==> src/common/pool_pkg.sv <==
package pool_pkg;

    // ========================================
    // Datapath defaults
    // ========================================

    // Width of one activation lane
    localparam int ACT_WIDTH = 8;

    // Activations compared in parallel, power of two
    localparam int LANES = 8;

    // Point indices and memory addresses
    localparam int IDX_WIDTH = 16;

    // log2 of the largest neighbor count, cfg_k runs 1 to 2**MAP_WIDTH
    localparam int MAP_WIDTH = 5;

    // ========================================
    // Job configuration
    // ========================================

    // Channel count field
    localparam int CHN_WIDTH = 12;

    // Channel-group counter
    localparam int GRP_WIDTH = CHN_WIDTH - $clog2(LANES);

    // Job-last flag carried above the output address
    localparam int ATAG_WIDTH = 1;

    // ========================================
    // Sequencer states
    // ========================================

    // ST_IDLE   waiting for a job
    // ST_RUN    issuing one neighbor step per cycle
    // ST_DRAIN  waiting for the last write to be taken
    typedef enum logic [1:0] {
        ST_IDLE,
        ST_RUN,
        ST_DRAIN
    } pool_state_e;

endpackage

==> src/pool_core/pool_seq.sv <==
`timescale 1ns/1ns

module pool_seq import pool_pkg::*; #(
    parameter int LANES     = pool_pkg::LANES,
    parameter int IDX_WIDTH = pool_pkg::IDX_WIDTH,
    parameter int MAP_WIDTH = pool_pkg::MAP_WIDTH
) (
    input  logic                            clk,
    input  logic                            rst_n,
    input  logic                            adv,
    input  logic                            cfg_vld,
    output logic                            cfg_rdy,
    input  logic [MAP_WIDTH:0]              cfg_k,
    input  logic [IDX_WIDTH-1:0]            cfg_nip,
    input  logic [CHN_WIDTH-1:0]            cfg_chn,
    output logic                            map_rd_en,
    output logic [IDX_WIDTH-1:0]            map_rd_addr,
    input  logic [IDX_WIDTH-1:0]            map_rd_dat,
    output logic                            ofm_rd_en,
    output logic [IDX_WIDTH-1:0]            ofm_rd_addr,
    output logic                            first_s2,
    output logic                            last_s2,
    output logic [IDX_WIDTH+ATAG_WIDTH-1:0] addr_s2,
    input  logic                            wr_done
);

    pool_state_e            state;

    // Captured job settings
    logic [MAP_WIDTH:0]     k_q;
    logic [IDX_WIDTH-1:0]   nip_q;
    logic [GRP_WIDTH-1:0]   grp_num_q;

    // Loop counters, point outermost
    logic [IDX_WIDTH-1:0]   pt_cnt;
    logic [GRP_WIDTH-1:0]   grp_cnt;
    logic [MAP_WIDTH-1:0]   nb_cnt;
    logic [IDX_WIDTH-1:0]   out_cnt;

    logic                   accept;
    logic                   step;
    logic                   nb_last;
    logic                   grp_last;
    logic                   pt_last;
    logic                   job_last;

    logic                   vld_s2;
    logic [GRP_WIDTH-1:0]   grp_s2;

    assign cfg_rdy  = (state == ST_IDLE);
    assign accept   = cfg_vld & cfg_rdy;
    assign step     = (state == ST_RUN) & adv;

    assign nb_last  = ({1'b0, nb_cnt} == k_q - 1'b1);
    assign grp_last = (grp_cnt == grp_num_q - 1'b1);
    assign pt_last  = (pt_cnt == nip_q - 1'b1);
    assign job_last = nb_last & grp_last & pt_last;

    // ========================================
    // Job FSM
    // ========================================

    always_ff @(posedge clk or negedge rst_n) begin
        if (!rst_n) begin
            state <= ST_IDLE;
        end else begin
            case (state)
                ST_IDLE:  if (accept) state <= ST_RUN;
                ST_RUN:   if (step && job_last) state <= ST_DRAIN;
                ST_DRAIN: if (wr_done) state <= ST_IDLE;
                default:  state <= ST_IDLE;
            endcase
        end
    end

    always_ff @(posedge clk or negedge rst_n) begin
        if (!rst_n) begin
            k_q       <= '0;
            nip_q     <= '0;
            grp_num_q <= '0;
        end else if (accept) begin
            k_q       <= cfg_k;
            nip_q     <= cfg_nip;
            grp_num_q <= GRP_WIDTH'(cfg_chn / LANES);
        end
    end

    // ========================================
    // Loop counters
    // ========================================

    // Output address runs sequentially since groups sit inside points
    always_ff @(posedge clk or negedge rst_n) begin
        if (!rst_n) begin
            pt_cnt  <= '0;
            grp_cnt <= '0;
            nb_cnt  <= '0;
            out_cnt <= '0;
        end else if (accept) begin
            pt_cnt  <= '0;
            grp_cnt <= '0;
            nb_cnt  <= '0;
            out_cnt <= '0;
        end else if (step) begin
            if (nb_last) begin
                nb_cnt  <= '0;
                out_cnt <= out_cnt + 1'b1;
                if (grp_last) begin
                    grp_cnt <= '0;
                    pt_cnt  <= pt_cnt + 1'b1;
                end else begin
                    grp_cnt <= grp_cnt + 1'b1;
                end
            end else begin
                nb_cnt <= nb_cnt + 1'b1;
            end
        end
    end

    // Map word for neighbor n of point p sits at p * 2**MAP_WIDTH + n
    assign map_rd_en   = step;
    assign map_rd_addr = (pt_cnt << MAP_WIDTH) | IDX_WIDTH'(nb_cnt);

    // ========================================
    // Feature read stage
    // ========================================

    always_ff @(posedge clk or negedge rst_n) begin
        if (!rst_n) begin
            vld_s2   <= 1'b0;
            first_s2 <= 1'b0;
            last_s2  <= 1'b0;
        end else if (adv) begin
            vld_s2   <= step;
            first_s2 <= (nb_cnt == '0);
            last_s2  <= nb_last;
        end
    end

    always_ff @(posedge clk) begin
        if (adv) begin
            grp_s2  <= grp_cnt;
            addr_s2 <= {job_last, out_cnt};
        end
    end

    assign ofm_rd_en   = vld_s2 & adv;
    assign ofm_rd_addr = IDX_WIDTH'(map_rd_dat * grp_num_q) + IDX_WIDTH'(grp_s2);

    // Job settings must describe a nonempty lane-aligned map
    a_cfg_legal: assert property (@(posedge clk) disable iff (!rst_n)
        accept |-> (cfg_k != '0) && (cfg_k <= (MAP_WIDTH + 1)'(2 ** MAP_WIDTH))
                   && (cfg_nip != '0) && (cfg_chn != '0) && ((cfg_chn % LANES) == 0));

endmodule

==> src/pool_core/pool_max.sv <==
`timescale 1ns/1ns

module pool_max import pool_pkg::*; #(
    parameter int ACT_WIDTH = pool_pkg::ACT_WIDTH,
    parameter int LANES     = pool_pkg::LANES,
    parameter int IDX_WIDTH = pool_pkg::IDX_WIDTH
) (
    input  logic                            clk,
    input  logic                            rst_n,
    input  logic                            adv,
    input  logic                            ofm_rd_en,
    input  logic                            first_s2,
    input  logic                            last_s2,
    input  logic [IDX_WIDTH+ATAG_WIDTH-1:0] addr_s2,
    input  logic [LANES*ACT_WIDTH-1:0]      ofm_rd_dat,
    output logic                            res_vld,
    output logic [LANES*ACT_WIDTH-1:0]      res_dat,
    output logic [IDX_WIDTH+ATAG_WIDTH-1:0] res_addr
);

    logic                            vld_s3;
    logic                            first_s3;
    logic                            last_s3;
    logic [IDX_WIDTH+ATAG_WIDTH-1:0] addr_s3;
    logic                            fold;
    logic                            grp_open;

    // Tags wait one cycle for the feature memory
    always_ff @(posedge clk or negedge rst_n) begin
        if (!rst_n) begin
            vld_s3   <= 1'b0;
            first_s3 <= 1'b0;
            last_s3  <= 1'b0;
            res_vld  <= 1'b0;
        end else if (adv) begin
            vld_s3   <= ofm_rd_en;
            first_s3 <= first_s2;
            last_s3  <= last_s2;
            res_vld  <= vld_s3 & last_s3;
        end
    end

    assign fold = vld_s3 & adv;

    always_ff @(posedge clk) begin
        if (adv) begin
            addr_s3 <= addr_s2;
        end
        if (fold) begin
            res_addr <= addr_s3;
        end
    end

    // ========================================
    // Lane compare array
    // ========================================

    for (genvar i = 0; i < LANES; i++) begin : g_lane
        logic [ACT_WIDTH-1:0] din;
        logic [ACT_WIDTH-1:0] max_q;

        assign din = ofm_rd_dat[i*ACT_WIDTH +: ACT_WIDTH];

        // First neighbor loads, later ones keep the larger
        always_ff @(posedge clk) begin
            if (fold && (first_s3 || din > max_q)) begin
                max_q <= din;
            end
        end

        assign res_dat[i*ACT_WIDTH +: ACT_WIDTH] = max_q;
    end

    // Set between the first and the last step of a group
    always_ff @(posedge clk or negedge rst_n) begin
        if (!rst_n) begin
            grp_open <= 1'b0;
        end else if (fold) begin
            grp_open <= ~last_s3;
        end
    end

    // A group starts only after the previous one closed
    a_first_closed: assert property (@(posedge clk) disable iff (!rst_n)
        (fold && first_s3) |-> !grp_open);

    // Continuation steps belong to an open group
    a_next_open: assert property (@(posedge clk) disable iff (!rst_n)
        (fold && !first_s3) |-> grp_open);

endmodule

==> src/pool_core/pool_wr.sv <==
`timescale 1ns/1ns

module pool_wr import pool_pkg::*; #(
    parameter int ACT_WIDTH = pool_pkg::ACT_WIDTH,
    parameter int LANES     = pool_pkg::LANES,
    parameter int IDX_WIDTH = pool_pkg::IDX_WIDTH
) (
    input  logic                            clk,
    input  logic                            rst_n,
    input  logic                            res_vld,
    input  logic [LANES*ACT_WIDTH-1:0]      res_dat,
    input  logic [IDX_WIDTH+ATAG_WIDTH-1:0] res_addr,
    input  logic                            wr_rdy,
    output logic                            wr_vld,
    output logic [IDX_WIDTH-1:0]            wr_addr,
    output logic [LANES*ACT_WIDTH-1:0]      wr_dat,
    output logic                            stall,
    output logic                            wr_done
);

    logic wr_fire;
    logic job_last;
    logic pend_q;

    // The result register in pool_max doubles as the output register
    assign wr_vld   = res_vld;
    assign wr_dat   = res_dat;
    assign wr_addr  = res_addr[IDX_WIDTH-1:0];
    assign job_last = res_addr[IDX_WIDTH+ATAG_WIDTH-1];

    assign wr_fire = wr_vld & wr_rdy;

    // Result offered but not taken holds the pipeline
    assign stall = wr_vld & ~wr_rdy;

    // Last result of the job accepted
    assign wr_done = wr_fire & job_last;

    // Remembers a result left pending across an edge
    always_ff @(posedge clk or negedge rst_n) begin
        if (!rst_n) begin
            pend_q <= 1'b0;
        end else begin
            pend_q <= stall;
        end
    end

    // Pending write keeps its payload until taken
    a_hold_stable: assert property (@(posedge clk) disable iff (!rst_n)
        pend_q |-> wr_vld && $stable(wr_dat) && $stable(wr_addr));

    // No second done pulse without a new job in between
    a_done_single: assert property (@(posedge clk) disable iff (!rst_n)
        wr_done |=> !wr_done);

endmodule

==> src/design/pool_top.sv <==
`timescale 1ns/1ns

module pool_top import pool_pkg::*; #(
    parameter int ACT_WIDTH = pool_pkg::ACT_WIDTH,
    parameter int LANES     = pool_pkg::LANES,
    parameter int IDX_WIDTH = pool_pkg::IDX_WIDTH,
    parameter int MAP_WIDTH = pool_pkg::MAP_WIDTH
) (
    input  logic                         clk,
    input  logic                         rst_n,
    // Job configuration
    input  logic                         cfg_vld,
    output logic                         cfg_rdy,
    input  logic [MAP_WIDTH:0]           cfg_k,
    input  logic [IDX_WIDTH-1:0]         cfg_nip,
    input  logic [CHN_WIDTH-1:0]         cfg_chn,
    // Map memory
    output logic                         map_rd_en,
    output logic [IDX_WIDTH-1:0]         map_rd_addr,
    input  logic [IDX_WIDTH-1:0]         map_rd_dat,
    // Feature memory
    output logic                         ofm_rd_en,
    output logic [IDX_WIDTH-1:0]         ofm_rd_addr,
    input  logic [LANES*ACT_WIDTH-1:0]   ofm_rd_dat,
    // Pooled output
    output logic                         wr_vld,
    input  logic                         wr_rdy,
    output logic [IDX_WIDTH-1:0]         wr_addr,
    output logic [LANES*ACT_WIDTH-1:0]   wr_dat
);

    logic                          stall;
    logic                          adv;
    logic                          first_s2;
    logic                          last_s2;
    logic [IDX_WIDTH+ATAG_WIDTH-1:0] addr_s2;
    logic                          res_vld;
    logic [LANES*ACT_WIDTH-1:0]    res_dat;
    logic [IDX_WIDTH+ATAG_WIDTH-1:0] res_addr;
    logic                          wr_done;

    // Whole pipeline freezes while a write waits
    assign adv = ~stall;

    pool_seq #(
        .LANES     (LANES),
        .IDX_WIDTH (IDX_WIDTH),
        .MAP_WIDTH (MAP_WIDTH)
    ) u_seq (
        .clk         (clk),
        .rst_n       (rst_n),
        .adv         (adv),
        .cfg_vld     (cfg_vld),
        .cfg_rdy     (cfg_rdy),
        .cfg_k       (cfg_k),
        .cfg_nip     (cfg_nip),
        .cfg_chn     (cfg_chn),
        .map_rd_en   (map_rd_en),
        .map_rd_addr (map_rd_addr),
        .map_rd_dat  (map_rd_dat),
        .ofm_rd_en   (ofm_rd_en),
        .ofm_rd_addr (ofm_rd_addr),
        .first_s2    (first_s2),
        .last_s2     (last_s2),
        .addr_s2     (addr_s2),
        .wr_done     (wr_done)
    );

    pool_max #(
        .ACT_WIDTH (ACT_WIDTH),
        .LANES     (LANES),
        .IDX_WIDTH (IDX_WIDTH)
    ) u_max (
        .clk        (clk),
        .rst_n      (rst_n),
        .adv        (adv),
        .ofm_rd_en  (ofm_rd_en),
        .first_s2   (first_s2),
        .last_s2    (last_s2),
        .addr_s2    (addr_s2),
        .ofm_rd_dat (ofm_rd_dat),
        .res_vld    (res_vld),
        .res_dat    (res_dat),
        .res_addr   (res_addr)
    );

    pool_wr #(
        .ACT_WIDTH (ACT_WIDTH),
        .LANES     (LANES),
        .IDX_WIDTH (IDX_WIDTH)
    ) u_wr (
        .clk      (clk),
        .rst_n    (rst_n),
        .res_vld  (res_vld),
        .res_dat  (res_dat),
        .res_addr (res_addr),
        .wr_rdy   (wr_rdy),
        .wr_vld   (wr_vld),
        .wr_addr  (wr_addr),
        .wr_dat   (wr_dat),
        .stall    (stall),
        .wr_done  (wr_done)
    );

endmodule

==> config.mk <==
export PLATFORM = sky130hd
export DESIGN_NAME = pool_top
export DESIGN_NICKNAME = d
export VERILOG_FILES = /design/src/common/pool_pkg.sv /design/src/pool_core/pool_seq.sv /design/src/pool_core/pool_max.sv /design/src/pool_core/pool_wr.sv /design/src/design/pool_top.sv
export SDC_FILE = /design/constraint.sdc
export NUM_CORES = 1
export LEC_CHECK = 0
export BUFFER_PORTS_ARGS = -buffer_cell sky130_fd_sc_hd__buf_2
export CAP_MARGIN = 30
export CORE_ASPECT_RATIO = 1.4
export CORE_MARGIN = 4
export CORE_UTILIZATION = 45
export CTS_BUF_LIST = sky130_fd_sc_hd__clkbuf_4
export DETAILED_ROUTE_END_ITERATION = 12
export PLACE_DENSITY_LB_ADDON = 0.25
export SLEW_MARGIN = 20
export SYNTH_ARGS = -nofsm -noshare
export SYNTH_HDL_FRONTEND = slang
export SYNTH_SLANG_ARGS = --single-unit
==> constraint.sdc <==
create_clock -name clk -period 8.5 [get_ports clk]
set_input_delay 1.275 -clock clk [delete_from_list [all_inputs] [get_ports clk]]
set_output_delay 1.275 -clock clk [all_outputs]
set_load 0.005 [all_outputs]
# Word-level counts from Yosys, hierarchy flattened
# Index checks and enable logic that the tools add are counted.
# Widths: inputs -> output; s select.
word_totals:
  regBits: 210
  input_bits: 118
classes:
  add_sub_neg: 8
  n_mul: 1
  order_cmp: 8
  eq_ne: 8
  n_mux: 18
  n_bitwise: 13
  n_reduce_logical: 25
op_table:
  columns: ["cell", "n"]
  rows:
  - ["$mux 16", 7]
  - ["$gt 8x8->1", 8]
  - ["$mux 9", 4]
  - ["$add 16x1->16 const B", 2]
  - ["$add 16x9->16", 1]
  - ["$eq 16x16->1", 1]
  - ["$mul 16x9->16", 1]
  - ["$or 16x5->16", 1]
  - ["$sub 16x1->16 const B", 1]
  - ["$mux 5", 3]
  - ["$and 1x1->1", 10]
  - ["$add 9x1->9 const B", 1]
  - ["$eq 9x9->1", 1]
  - ["$logic_and 1x1->1", 9]
  - ["$sub 9x1->9 const B", 1]
  - ["$logic_or 1x1->1", 8]
  - ["$eq 5x6->1", 1]
  - ["$mux 2", 3]
  - ["$pmux 2 s3", 1]
  - ["$reduce_and 3->1", 2]
  - ["$reduce_bool 2->1", 3]
  - ["$sub 6x1->6 const B", 1]
  - ["$add 5x1->5 const B", 1]
  - ["$logic_not 5->1", 1]
  - ["7 further kinds", 9]

# Depth between registers and ports, before layout
logic_depth:
  depth_word: 7
  ltp_mapped: 21
  mapped_depth_nobuf: 19

# Hierarchy
# Synthesis repeated with hierarchy kept, for this count alone.
hier_totals:
  cells_unflattened: 1391
  area_unflattened_um2: 14495.2
by_module_without_submodules:
  columns: ["mod", "instances", "cells_per_inst", "area_per_inst_um2", "seq_area_each_um2"]
  rows:
  - ["pool_seq", 1, 964, 9056.2, 2832.7]
  - ["pool_max", 1, 343, 4810.9, 3042.9]
  - ["pool_wr", 1, 83, 624.3, 0.0]
  - ["pool_top", 1, 1, 3.8, 0.0]

# Least setup slack after synthesis
# Ideal clock, no wire load.
synth_path:
  kind: "input port to output port"
  start: "in map_rd_dat[5]"
  end: "out ofm_rd_addr[15]"
  arrival_time_ps: 5768
  required_ps: 7225
  slack_ps: 1457
  stages: 20
  path_buffers: 1
  cell_sequence: "clkbuf_1 -> nand2_1 -> fa_1 -> inv_1 -> fa_1 -> inv_1 -> fa_1 -> inv_1 -> fa_1 -> inv_1 -> fa_1 -> inv_1 -> ha_1 -> o21ai_0 -> nand2b_1 -> o41a_1 -> a41oi_1 -> nor4b_1 -> o41ai_1 -> xnor2_1"
synth_via:
  elab_chain_len: 2
synth_lines:
  columns: ["element", "line_no", "source"]
  rows:
  - ["from (decl)", "pool_top.sv:20", "input logic [IDX_WIDTH-1:0] map_rd_dat,"]
  - ["$mul 16x9->16", "pool_seq.sv:148", "assign ofm_rd_addr = IDX_WIDTH'(map_rd_dat * grp_num_q) + IDX_WIDTH'(grp_s2);"]
  - ["$add 16x9->16", "pool_seq.sv:148", null]
  - ["to (decl)", "pool_top.sv:23", "output logic [IDX_WIDTH-1:0] ofm_rd_addr,"]
# Every way passes these cells.

# Worst setup path in the final report
layout_path:
  start: "reg u_seq.grp_num_q[1]"
  end: "out ofm_rd_addr[15]"
layout_via:
  elab_chain_len: 2
layout_lines:
  columns: ["element", "line_no", "source"]
  rows:
  - ["from (decl)", "pool_seq.sv:32", "logic [GRP_WIDTH-1:0] grp_num_q;"]
  - ["from (signal assigned)", "pool_seq.sv:84", "grp_num_q <= GRP_WIDTH'(cfg_chn / LANES);"]
  - ["$mul 16x9->16", "pool_seq.sv:148", null]
  - ["$add 16x9->16", "pool_seq.sv:148", null]
# Every way passes these cells.

==> metrics.txt <==
Yosys cell types 61; Achievable Freq 0.1350 GHz; reg-to-reg slack, setup 4.48 ns; Layout area overhead 14.59%; commonest non-fill, non-tap cell in the layout buf_2; final core utilization 52.38%; core area 0.03012 mm^2; final hold vios 0; cts repair resizes 0; Mapped Area 0.01377 mm^2; Slew Limit Fails 0; Clk pin slew, worst setup/hold paths 0.07 ns; endpoints failing setup 0; Final period util 87.17%; final net count 1842; first-pass GRT wire length 52.27 mm; chip height 215.0 um; GP Congestion 0.8458; area of the multi-input gates 0.006935 mm^2; most frequent cells in the layout buf_2, nand2_1, inv_1; vias in the first global route 10570; Max-cap violations 0; Hold Crit Depth 0; die area 0.03350 mm^2; clk_skew 0.08441 ns; path category of the worst min-delay check reg2reg; Max VDD drop 0.1144 mV; Hold Path End u_max.res_addr[15]; Seq/Total Area, Yosys 42.67%; drt first pass iters 4; Req. time, crit path 7.22 ns; share of layout cells above drive strength 1 21.12%; Max-slew headroom 45.34%; RSZ-0062 raised after global routing false; num rows 75; # IOs 234; Initial Utilization 45.71%; TritonCTS clock tree done; routed vias/inst 5.163; Routed WL 31.65 mm; Synth area leader edfxtp_1; EDFF count, synth 124; synthesized instance count 1321; crit path kind reg2out; Syn Nets 1620; clock sink total 210; Total Routing Usage GR 18.85%; clk_lat worst skew 0.71 ns; Hold Startpoint u_max.addr_s3[15]; setup TNS 0 ns; Initial DRC Count 346; top fanout value on the critical path 19; LEAKAGE 0.007770 uW; HPWL after DPL 24.55 mm; Overall Power 4649 uW; crit path launch type register; Post-CTS Setup Bufs 0; synthesized flop and latch total 210; Synth top area share 27.04%; power density over the cells 294.7 mW/mm^2; clock buffer depth 3; Crit. End Element primary output; Root Buffer clkbuf_4; Reg area 0.005876 mm^2; minimum clock period 7.409 ns; largest net degree at the start of global routing 56; ranking of synthesized cells by area edfxtp_1, dfrtp_1, fa_1, ha_1, nand2_1; RR Endpoint u_seq.pt_cnt[5]; DRC viols 0; Fill cells 2797; Inserted Clock Buffers 54; synthesized area per cell 10.42 um^2; status finished, final reports clean; Primary FF master, synth edfxtp_1; I/O Buffers 230; initial antenna violation count 2; asr flop ratio synth 40.95%; FF-to-FF Start u_max.res_vld; hold buffer count at CTS 0; Syn. warnings 0; Die X 155.8 um; Worst EP arrival 6.13 ns; Via Count 10190; grt ovf 0; Worst-Margin Slew 0.8199 ns; H-tree levels 2; ANT nets after route 0; reg2reg path depth 8; WL per Instance 16.04 um
-- routing by layer --
metal | GRT usage, % | wire length (um) | vias up
met3 | 3.864 | 2284 | 56
met4 | 6.161 | 833 | 0
met5 | 0 | 0 | -
met1 | 23.48 | 12930 | 4893
met2 | 32.59 | 15600 | 308
li1 | - | - | 4929
-- report_power, final --
part	internal, uW	switching [uW]	total, uW
clock network	424	420	844
registers	1490	193	1680
logic	944	1180	2120
-- synth_stat cells (all sizes together) (31+ instances only) --
library cell and instances:
xor2 40, fa 72, inv 155, edfxtp 124
ha 109, nand2 179, buf 33, nand3 31
xnor2 41, and2 57, clkbuf 38, a21oi 47
dfrtp 86, nor2 56, o21ai 39
-- cell type report --
class | instances | area share, %
clock buffers | 77 | 3.663
diodes | 2 | 0.03172
flip-flops and latches | 210 | 37.24
clock inverters | 22 | 0.7057
repair buffers | 237 | 7.644
inverters | 156 | 3.711
well taps | 385 | 3.053
multi-input cells | 884 | 43.95
-- sequential cells by signal (all words and copies together) (netlist names), 2 cells and up --
name	cells
u_seq.nip_q	16
u_seq.addr_s2	17
u_max.g_lane.max_q	64
u_seq.grp_s2	9
u_seq.state	2
u_seq.out_cnt	16
u_seq.k_q	6
u_seq.grp_num_q	9
u_seq.nb_cnt	5
u_seq.pt_cnt	16
u_max.addr_s3	17
u_max.res_addr	17
u_seq.grp_cnt	9
-- how the worst max path moves through the flow --
stage	from	end	slack, ns	cells past startpoint
after floorplan	map_rd_dat[5]	ofm_rd_addr[15]	1.46	20
after global placement	map_rd_dat[5]	ofm_rd_addr[15]	1.14	21
after detailed placement	map_rd_dat[5]	ofm_rd_addr[15]	1.13	21
after CTS	u_seq.grp_num_q[1]	ofm_rd_addr[15]	0.93	20
after global routing	u_seq.grp_num_q[1]	ofm_rd_addr[15]	0.63	20
final	u_seq.grp_num_q[1]	ofm_rd_addr[15]	1.09	18
-- kinds of logic after synthesis --
family,synth area share (%)
AO/OA/AOI/OAI,8.360
XOR/XNOR,5.152
adder cells (fa/ha/maj),20.37
buffers and inverters,6.988
flip-flops,42.67
multiplexers,0.7724
AND/OR/NAND/NOR,15.68
-- worst max-delay path, stage by stage, from the launching register on --
cell,delay (ns)
dfrtp_1,0.78
nand2_1,0.16
fa_1,0.53
inv_1,0.05
fa_1,0.50
inv_1,0.05
fa_1,0.47
inv_1,0.05
fa_1,0.52
inv_1,0.05
fa_1,0.49
inv_1,0.04
ha_1,0.23
o41a_1,0.41
a41oi_1,0.26
nor4b_1,0.39
o41ai_1,0.17
xnor2_1,0.14
buf_2,0.13
-- through the flow --
step           instance area, um^2  setup WS, ns  instances  hold WS [ns]
5_1_grt                      15780        0.6265       1973        0.3929
3_5_place_dp                 15080         1.133       1872        0.4045
6_report                     15780         1.091       1973        0.4031
4_1_cts                      15770        0.9327       1971        0.3866
2_1_floorplan                13770         1.457       1321        0.4003
3_3_place_gp                 15080         1.143       1872        0.4039
Power figures use the tool's default switching activity.
